[src/common/div_pkg.sv]
package div_pkg;

  localparam int RS_SIZE  = 16;
  localparam int IDX_W    = 4;
  localparam int TAG_W    = 8;
  localparam int NUM_WAKE = 7;

  // broadcast port positions in the wakeup array
  localparam int WAKE_ALU    = 0;
  localparam int WAKE_MUL    = 1;
  localparam int WAKE_DIV    = 2;
  localparam int WAKE_LOAD   = 3;
  localparam int WAKE_BRANCH = 4;
  localparam int WAKE_P      = 5;
  localparam int WAKE_CSR    = 6;

  typedef logic [TAG_W-1:0] phys_tag_t;

  // 60 bits in the same order as the issued word
  typedef struct packed {
    logic [31:0] pc;
    phys_tag_t   rd;
    logic [3:0]  op;
    phys_tag_t   src1;
    phys_tag_t   src2;
  } rs_payload_t;

  typedef struct packed {
    logic        start;
    rs_payload_t payload;
    logic [1:0]  src_ready;  // bit 0 src1, bit 1 src2
  } dispatch_t;

  typedef struct packed {
    logic      valid;
    phys_tag_t tag;
  } wake_t;

  typedef wake_t [NUM_WAKE-1:0] wake_bus_t;

  // 61-bit issue word to the divider
  typedef struct packed {
    logic        valid;
    rs_payload_t payload;
  } div_issue_t;

endpackage

[src/div_rs/div_rs_ctrl.sv]
`timescale 1ns/10ps

module div_rs_ctrl
  import div_pkg::*;
(
  input  logic               clk,
  input  logic               rst_n,
  input  logic               flush,
  input  logic               start,
  input  logic               div_busy,
  input  logic               grant_found,
  input  logic [IDX_W-1:0]   grant_idx,
  input  rs_payload_t        grant_payload,
  output logic [RS_SIZE-1:0] occupied,
  output logic               alloc_en,
  output logic [IDX_W-1:0]   alloc_idx,
  output div_issue_t         issue,
  output logic               full
);

  logic               issue_fire;
  logic [RS_SIZE-1:0] occ_next;
  logic               issue_valid;
  rs_payload_t        issue_payload;

  // lowest free slot
  always_comb begin
    alloc_idx = '0;
    for (int i = RS_SIZE - 1; i >= 0; i--) begin
      if (!occupied[i]) begin
        alloc_idx = IDX_W'(i);
      end
    end
  end

  assign alloc_en   = start & ~full;          // dispatch while full is dropped
  assign issue_fire = grant_found & ~div_busy;

  // alloc and issue never hit the same slot
  always_comb begin
    occ_next = occupied;
    if (issue_fire) begin
      occ_next[grant_idx] = 1'b0;
    end
    if (alloc_en) begin
      occ_next[alloc_idx] = 1'b1;
    end
  end

  always_ff @(posedge clk) begin
    if (!rst_n || flush) begin
      occupied    <= '0;
      full        <= 1'b0;
      issue_valid <= 1'b0;
    end else begin
      occupied    <= occ_next;
      full        <= &occ_next;
      issue_valid <= issue_fire;  // one cycle pulse
    end
  end

  always_ff @(posedge clk) begin
    if (issue_fire) begin
      issue_payload <= grant_payload;
    end
  end

  assign issue = '{valid: issue_valid, payload: issue_payload};

endmodule

[src/div_rs/div_rs_select.sv]
`timescale 1ns/10ps

module div_rs_select
  import div_pkg::*;
(
  input  logic [RS_SIZE-1:0] ready,
  input  logic [RS_SIZE-1:0] occupied,
  output logic [IDX_W-1:0]   grant_idx,
  output logic               grant_found
);

  logic [RS_SIZE-1:0] eligible;

  // ready bits of free slots may be stale
  assign eligible = ready & occupied;

  // scan from the top so the lowest index wins
  always_comb begin
    grant_found = 1'b0;
    grant_idx   = '0;
    for (int i = RS_SIZE - 1; i >= 0; i--) begin
      if (eligible[i]) begin
        grant_found = 1'b1;
        grant_idx   = IDX_W'(i);
      end
    end
  end

endmodule

[src/div_rs/div_rs_store.sv]
`timescale 1ns/10ps

module div_rs_store
  import div_pkg::*;
(
  input  logic             clk,
  input  logic             alloc_en,
  input  logic [IDX_W-1:0] alloc_idx,
  input  dispatch_t        dispatch,
  input  logic [IDX_W-1:0] grant_idx,
  output rs_payload_t      grant_payload
);

  // pc, rd, op and source tags per slot
  rs_payload_t mem [RS_SIZE];

  always_ff @(posedge clk) begin
    if (alloc_en) begin
      mem[alloc_idx] <= dispatch.payload;
    end
  end

  assign grant_payload = mem[grant_idx];  // async read for the issue register

endmodule

[src/div_rs/div_rs_wakeup.sv]
`timescale 1ns/10ps

module div_rs_wakeup
  import div_pkg::*;
(
  input  logic               clk,
  input  logic               rst_n,
  input  logic               alloc_en,
  input  logic [IDX_W-1:0]   alloc_idx,
  input  dispatch_t          dispatch,
  input  wake_bus_t          wake,
  output logic [RS_SIZE-1:0] ready
);

  phys_tag_t          src1_tag [RS_SIZE];
  phys_tag_t          src2_tag [RS_SIZE];
  logic [RS_SIZE-1:0] rdy1;
  logic [RS_SIZE-1:0] rdy2;
  logic [RS_SIZE-1:0] hit1;
  logic [RS_SIZE-1:0] hit2;
  logic               disp_hit1;
  logic               disp_hit2;

  // any valid broadcast carrying this tag
  function automatic logic tag_hit(input phys_tag_t tag, input wake_bus_t bus);
    logic hit;
    hit = 1'b0;
    for (int p = 0; p < NUM_WAKE; p++) begin
      if (bus[p].valid && bus[p].tag == tag) begin
        hit = 1'b1;
      end
    end
    return hit;
  endfunction

  always_comb begin
    for (int i = 0; i < RS_SIZE; i++) begin
      hit1[i] = tag_hit(src1_tag[i], wake);
      hit2[i] = tag_hit(src2_tag[i], wake);
    end
  end

  // bypass for a result landing in the dispatch cycle
  assign disp_hit1 = tag_hit(dispatch.payload.src1, wake);
  assign disp_hit2 = tag_hit(dispatch.payload.src2, wake);

  always_ff @(posedge clk) begin
    if (alloc_en) begin
      src1_tag[alloc_idx] <= dispatch.payload.src1;
      src2_tag[alloc_idx] <= dispatch.payload.src2;
    end
  end

  always_ff @(posedge clk) begin
    if (!rst_n) begin
      rdy1 <= '0;
      rdy2 <= '0;
    end else begin
      rdy1 <= rdy1 | hit1;
      rdy2 <= rdy2 | hit2;
      if (alloc_en) begin  // new entry overrides stale bits
        rdy1[alloc_idx] <= dispatch.src_ready[0] | disp_hit1;
        rdy2[alloc_idx] <= dispatch.src_ready[1] | disp_hit2;
      end
    end
  end

  assign ready = rdy1 & rdy2;

endmodule

[src/hw/div_rs_top.sv]
`timescale 1ns/10ps

module div_rs_top
  import div_pkg::*;
(
  input  logic       clk,
  input  logic       rst_n,
  input  dispatch_t  dispatch,
  input  wake_bus_t  wake,
  input  logic       flush,     // exception or mret
  input  logic       div_busy,
  output div_issue_t issue,
  output logic       full
);

  logic               alloc_en;
  logic [IDX_W-1:0]   alloc_idx;
  logic [RS_SIZE-1:0] occupied;
  logic [RS_SIZE-1:0] ready;
  logic [IDX_W-1:0]   grant_idx;
  logic               grant_found;
  rs_payload_t        grant_payload;

  div_rs_ctrl u_ctrl (
    .clk           (clk),
    .rst_n         (rst_n),
    .flush         (flush),
    .start         (dispatch.start),
    .div_busy      (div_busy),
    .grant_found   (grant_found),
    .grant_idx     (grant_idx),
    .grant_payload (grant_payload),
    .occupied      (occupied),
    .alloc_en      (alloc_en),
    .alloc_idx     (alloc_idx),
    .issue         (issue),
    .full          (full)
  );

  div_rs_store u_store (
    .clk           (clk),
    .alloc_en      (alloc_en),
    .alloc_idx     (alloc_idx),
    .dispatch      (dispatch),
    .grant_idx     (grant_idx),
    .grant_payload (grant_payload)
  );

  div_rs_wakeup u_wakeup (
    .clk       (clk),
    .rst_n     (rst_n),
    .alloc_en  (alloc_en),
    .alloc_idx (alloc_idx),
    .dispatch  (dispatch),
    .wake      (wake),
    .ready     (ready)
  );

  div_rs_select u_select (
    .ready       (ready),
    .occupied    (occupied),
    .grant_idx   (grant_idx),
    .grant_found (grant_found)
  );

endmodule

[config.mk]
export PLATFORM = sky130hd
export DESIGN_NAME = div_rs_top
export DESIGN_NICKNAME = d
export VERILOG_FILES = /design/src/common/div_pkg.sv /design/src/div_rs/div_rs_ctrl.sv /design/src/div_rs/div_rs_select.sv /design/src/div_rs/div_rs_store.sv /design/src/div_rs/div_rs_wakeup.sv /design/src/hw/div_rs_top.sv
export SDC_FILE = /design/constraint.sdc
export NUM_CORES = 2
export LEC_CHECK = 0
export BUFFER_PORTS_ARGS = -buffer_cell sky130_fd_sc_hd__buf_2
export CORE_MARGIN = 4
export CORE_UTILIZATION = 57
export CTS_CLUSTER_SIZE = 28
export DETAILED_ROUTE_END_ITERATION = 8
export PLACE_DENSITY_LB_ADDON = 0.08
export SKIP_LAST_GASP = 1
export SYNTH_ARGS = -nofsm -noshare
export SYNTH_HDL_FRONTEND = slang
export SYNTH_SLANG_ARGS = --single-unit
[constraint.sdc]
create_clock -name clk -period 6.1 [get_ports clk]
set_input_delay 0.305 -clock clk [delete_from_list [all_inputs] [get_ports clk]]
set_output_delay 0.305 -clock clk [all_outputs]
set_load 0.02 [all_outputs]
; After elaboration in Yosys (flattened, before gate mapping)
; Memory sizes are Yosys's and may differ from the RTL's. A register that Yosys moved wholly into a read port is not among the register bits.
; Index checks and enable logic that the tools add are counted.
[totals]
regBits = 50
latch_bits = 0
ram_bits = 1216
mem_bits_ro = 0
in_bits = 130
out_inout_bits = 62
word_cells = 804
memories = 3
[classes]
n_addsub = 0
n_mul = 0
n_div = 0
magnitude_cmp = 4
n_eq_ne = 238
shift = 0
muxes = 298
n_bitwise = 13
n_reduce_logical = 243
[mem_list]
columns = name, depth, word_bits, read_ports, rd_clocked_by_memory_dff, write_ports, line_no
row1 = u_store.mem, 16, 60, 1, 1, 1, div_rs_store.sv:15  ; rs_payload_t mem [RS_SIZE];
row2 = u_wakeup.src1_tag, 16, 8, 16, 0, 1, div_rs_wakeup.sv:15  ; phys_tag_t src1_tag [RS_SIZE];
row3 = u_wakeup.src2_tag, 16, 8, 16, 0, 1, div_rs_wakeup.sv:16  ; phys_tag_t src2_tag [RS_SIZE];
[op_table]
columns = cell, count
row1 = == test 8 bit, 238
row2 = 2-to-1 mux 1 bit, 258
row3 = logical AND 1 bit, 240
row4 = 2-to-1 mux 4 bit, 32
row5 = 2-to-1 mux 16 bit, 4
row6 = AND 16 bit, 3
row7 = OR 16 bit, 3
row8 = bitwise mux 16 bit, 2
row9 = NOT 16 bit, 1
row10 = AND reduction 16 bit, 1
row11 = "less-than comparator 4 x 5 -> 1 bit, second input constant", 2
row12 = demux 1 bit (select 4 bit), 2
row13 = "greater-or-equal comparator 4 x 1 -> 1 bit, second input constant", 2
row14 = AND 1 bit, 2
row15 = NOT 1 bit, 2
row16 = OR 1 bit, 2
row17 = logical NOT 1 bit, 1
row18 = logical OR 1 bit, 1

; Longest topological paths before layout
[logic_depth]
depth_word = 28
depth_mapped = 13
mapped_depth_nobuf = 9

; Modules after synthesis
; From an unflattened synthesis, not the netlist that was laid out.
[unflattened]
cells_unflattened = 5369
hier_area_um2 = 71969.0
[modules_own_cells]
columns = mod, n_inst, cells_per_inst, area_each_um2, seq_area_each_um2
row1 = div_rs_store, 1, 1488, 35916.9, 28827.6
row2 = div_rs_wakeup, 1, 3627, 32870.3, 8328.0
row3 = div_rs_ctrl, 1, 216, 2946.6, 2162.1
row4 = div_rs_select, 1, 38, 235.2, 0.0

; Worst setup path before layout
; No wires, ideal clock.
[synth_path]
kind = reg2reg
start = register u_ctrl.occupied[14]
end = register u_ctrl.full
setup_ns = 0.092
t_arrival_ns = 6.484
t_required_ns = 6.008
setup_slack_ns = -0.476
path_stages_with_launch = 10
n_path_buf = 0
synth_period_minus_slack_ns = 6.576
cell_sequence = dfxtp_1 -> nor2b_1 -> o221ai_1 -> a211oi_2 -> or2_1 -> nand2b_1 -> nor3_1 -> o22ai_1 -> or4_1 -> nor4_2
[synth_via]
elab_chain_len = 26
word_cells_on_any_way = 63
classes_between = order compare: 4 / mux: 51 / bitwise: 5 / reduce/logical: 3
[synth_rtl]
columns = element, line_no
row1 = from (decl), div_rs_ctrl.sv:14  ; output logic [RS_SIZE-1:0] occupied,
row2 = from (signal assigned), div_rs_ctrl.sv:56  ; occupied <= occ_next;
row3 = AND 16 bit, div_rs_select.sv:15  ; assign eligible = ready & occupied;
row4 = 2-to-1 mux 4 bit (15 in series), div_rs_select.sv:22  ; if (eligible[i]) begin
row5 = less-than comparator 4 x 5 -> 1 bit (not written as such) / greater-or-equal comparator 4 x 1 -> 1 bit (equally long branches), div_rs_ctrl.sv:43  ; occ_next[grant_idx] = 1'b0;
row6 = logical AND 1 bit (not written as such), div_rs_ctrl.sv:43
row7 = 2-to-1 mux 1 bit (not written as such), div_rs_ctrl.sv:43
row8 = demux 1 bit (select 4 bit), --
row9 = NOT 16 bit (no line), --
row10 = AND 16 bit (no line), --
row11 = 2-to-1 mux 16 bit, div_rs_ctrl.sv:42  ; if (issue_fire) begin
row12 = OR 16 bit (no line), --
row13 = 2-to-1 mux 16 bit (*), div_rs_ctrl.sv:45  ; if (alloc_en) begin
row14 = AND reduction 16 bit (*), div_rs_ctrl.sv:57  ; full <= &occ_next;
row15 = to (signal assigned), div_rs_ctrl.sv:57
row16 = to (decl), div_rs_ctrl.sv:18  ; output logic full
; Every way passes the cells marked *; elsewhere a longest branch is shown, timed or not.
; A chain may end at the register's enable or synchronous reset.

; Worst setup path in the final report
[layout_path]
start = input wake[4] (netlist name)
end = register u_wakeup.rdy1[10]
[layout_via]
elab_chain_len = 12
word_cells_on_any_way = 22
classes_between = eq/ne: 2 / mux: 16 / bitwise: 2 / reduce/logical: 2
[layout_rtl]
columns = element, line_no
row1 = from (decl), div_rs_top.sv:9  ; input wake_bus_t wake,
row2 = == test 8 bit, div_rs_wakeup.sv:29  ; if (bus[p].valid && bus[p].tag == tag) begin
row3 = logical AND 1 bit, div_rs_wakeup.sv:29
row4 = 2-to-1 mux 1 bit (7 in series), div_rs_wakeup.sv:29
row5 = OR 16 bit / OR 1 bit (equally long branches), "div_rs_wakeup.sv:59, div_rs_wakeup.sv:62"
row6 = bitwise mux 16 bit, div_rs_wakeup.sv:62  ; rdy1[alloc_idx] <= dispatch.src_ready[0] | disp_hit1;
row7 = 2-to-1 mux 16 bit (*), div_rs_wakeup.sv:61  ; if (alloc_en) begin
row8 = to (signal assigned), div_rs_wakeup.sv:59  ; rdy1 <= rdy1 | hit1;
row9 = "to (signal, indexed assignment)", div_rs_wakeup.sv:62
row10 = to (decl), div_rs_wakeup.sv:17  ; logic [RS_SIZE-1:0] rdy1;
; Marked as above.

==> run metrics <==
status=finished with violations; failing checks=DRC, capacitance limit; Post-Syn Instances=about 5.6k; Die ar.=around 120,000 um^2; CP peak stage delay=0.91 ns; via-per-instance ratio=between 7 and 8; delay-heaviest family, CP=simple AND/OR/NAND/NOR gates; initial core utilization=between 50 and 60%; area grow syn2layout=9.62%; PwrDens=~250 nW/um^2; crit end category=register; post-place setup slack=slightly below 2 ns; count of pins over their slew limit=0; Worst Path Buf+Inv=2; Clock transition at path regs=roughly 0.06 ns; Yosys cell types=73; clk_lat worst skew=roughly 0.76 ns; CTS Root Buffer Type=clkbuf_16; Clock Tree Buf Depth=3; CP arrival=4.65 ns; cells along the critical path=buf_2 > buf_4 > xor2_1 > nor4_1 > a31oi_1 > nand4_1 > nor3_1 > a211oi_1; Leakage=0.0235 uW; min cycle time layout=~4 ns; Rows=121; sequential share of the synthesized area=between 50% and 60%; global route overflow=0; startpoint types=primary input; number of synthesized flops with an enable pin=slightly above 1k; routed via count=approximately 50k; die height=around 340 um; worst hold path type=in2reg; Worst Path Required=about 6.7 ns; Sink Count=roughly 1.1k; htree depth=3; Int Power=around 13,000 uW; Worst path slowest cell=buf_2; Top Ports=roughly 190; first-pass GRT wire length=364,000 um; max_cap viols=1; Core Area=approximately 110,000 um^2; max frequency=0.244 GHz; largest net degree at the start of global routing=109; fraction of the cycle the final worst path needs=roughly two thirds; switching part of the total power=25.3%; Avg Inst Size Synth=around 11 um^2; Routability Congestion=a little over 1; Flop pwr share=48.1%; routed len/inst=approximately 37 um; RSZ-0062 raised after global routing=false; initial antenna violation count=7; vias in the first global route=roughly 47k; antenna-violating nets left=0; Yosys reg bits=about 1.1k; Port Buffers=191; Routed WL=between 200,000 and 300,000 um; Num CTS Buffers=between 100 and 150; CP Max Fanout=20; dominant synthesized flop cell=edfxtp_1; Die X=between 300 and 400 um; share of cells above drive strength 1=a little over a tenth; Iteration-0 DRC Markers=8,306; post-route setup TNS=0 ns; # DRC=14; Clk pwr share=~42%; CTS tree=yes; Final WS setup=approximately 2 ns; Mapped Area=62,800 um^2; GRT Util Overall=a little over two fifths; yosys warns=0; final-report hold violation count=0; Final HPWL DP=155,000 um; Psw=~4300 uW; Max transition margin=roughly 1.9%; Combinational Power Share=~9.7%; CP Class=in2reg; ys async rst share=0%; iteration count of the initial detailed-routing pass=9; Final Skew=around 0.075 ns; Gates resized, CTS repair=0; Mapped Nets=between 5k and 6k; Tightest Pin Transition=1.46 ns; Final setup viols=0; Final Total Pwr=between 15,000 and 20,000 uW; nets@finish=5,580; peak supply drop=between 0.3 and 0.4 mV
cell usage in the layout (no fill, tap or decap), drive strengths merged, types with 11 or more instances in the layout:
cell type    instances
xor2              1382
edfxtp            1020
xnor2              522
nand2              380
nor4               372
buf                360
nand4              167
nand3              160
clkbuf             142
a221oi             113
a21oi              113
a222oi              85
nor3                73
nor2                71
a31oi               68
dfxtp               50
dlygate4sd3         45
a22o                44
clkinv              44
a22oi               35
o21ai               33
o22a                23
a211oi              22
inv                 20
o221ai              17
mux2i               14
or4                 14
bufinv              14
and3                14
o22ai               12
a41oi               11
a221o               11
what timing repair did:
| item | CTS | global route |
|---|---|---|
| hold endpoints to repair | 706 | 0 |
| setup buffers | 0 | 0 |
| hold buffers | 45 | 0 |
flip-flops by register name, indices dropped and copies added, names as in the netlist:
name                flops
u_ctrl.occupied        16
u_wakeup.rdy1          16
u_ctrl.issue_valid      1
u_wakeup.rdy2          16
u_ctrl.full             1
u_store.mem           953
u_wakeup.src2_tag       7
u_ctrl.issue           60
synth_stat cells, types with 79 or more instances:
cell type  count  area [um^2]
nand2_1      380         1430
nor4_1       369         2310
a222oi_1      85          851
nand4_1      167         1040
nand3_1      158          791
clkbuf_1     301         1130
xnor2_1      522         4570
edfxtp_1    1020        30600
a21oi_1      112          561
buf_2         79          395
xor2_1      1382        12100
buf_1        278         1040
a221oi_1     113          990
cell families (layout without fill, tap and decap cells):
group	Yosys count	after routing	share of synthesized area, %
XOR/XNOR	1904	1904	26.6
AND/OR/NAND/NOR	1285	1285	10.7
flip-flops	1070	1070	50.4
AO/OA/AOI/OAI	641	641	7.84
buffers and inverters	677	632	4.22
other	0	4	0
multiplexers	15	15	0.241
metal layers:
layer,up-vias,global-route usage [%],share of wire [%]
met5,-,0,0.0069
met4,2,26.8,7.6
met3,1184,14.1,14
met2,4499,62.5,42
met1,24476,58.3,36
li1,19913,-,-
per-stage QoR:
stage                     util (%)  hold WS (ns)  std cells  cell area, um^2
after floorplan                  -         0.404       5592            62800
after global placement        59.1         0.520       6767            64500
after detailed placement      59.1         0.526       6767            64500
after CTS                     63.0        0.0189       7023            68800
after global routing          63.0        0.0338       7023            68800
final                         63.0        0.0515       7027            68800
worst register-to-register path: cells and delay by family, from the launching register on:
kind | cells | cell delay, ns
and+or+nand+nor | 5 | 1.48
DFF | 1 | 0.51
buffers and inverters | 2 | 0.69
AOI/OAI and AO/OA | 3 | 1.08
power groups by stage:
stage	sequential, uW	combinational, uW	clock, uW
2_1_floorplan	8250	938	0
3_3_place_gp	8290	1490	0
3_5_place_dp	8290	1520	0
4_1_cts	8130	1550	7150
5_1_grt	8130	1670	7470
6_report	8130	1650	7120
cell type report:
type / count / area (um^2)
diodes: 4 / 10.0
clock buffers: 142 / 2950
clock inverters: 69 / 882
fillers: 8494 / 40400
inverters: 16 / 82.6
multi-input cells: 3845 / 28700
flip-flops and latches: 1070 / 31600
well taps: 1476 / 1850
repair buffers: 405 / 2710
worst paths after layout:
check | slack [ns] | cells after the start | end | from
min reg2reg | 0.53 | 2 | u_ctrl.issue[29] | u_store.mem[9][29]
min | 0.05 | 1 | u_store.mem[5][11] | dispatch[13]
max | 2.01 | 8 | u_wakeup.rdy1[10] | wake[4]
max reg2reg | 2.01 | 10 | u_ctrl.issue[10] | u_wakeup.rdy2[13]
No activity file was read; power rests on OpenSTA's default activity.
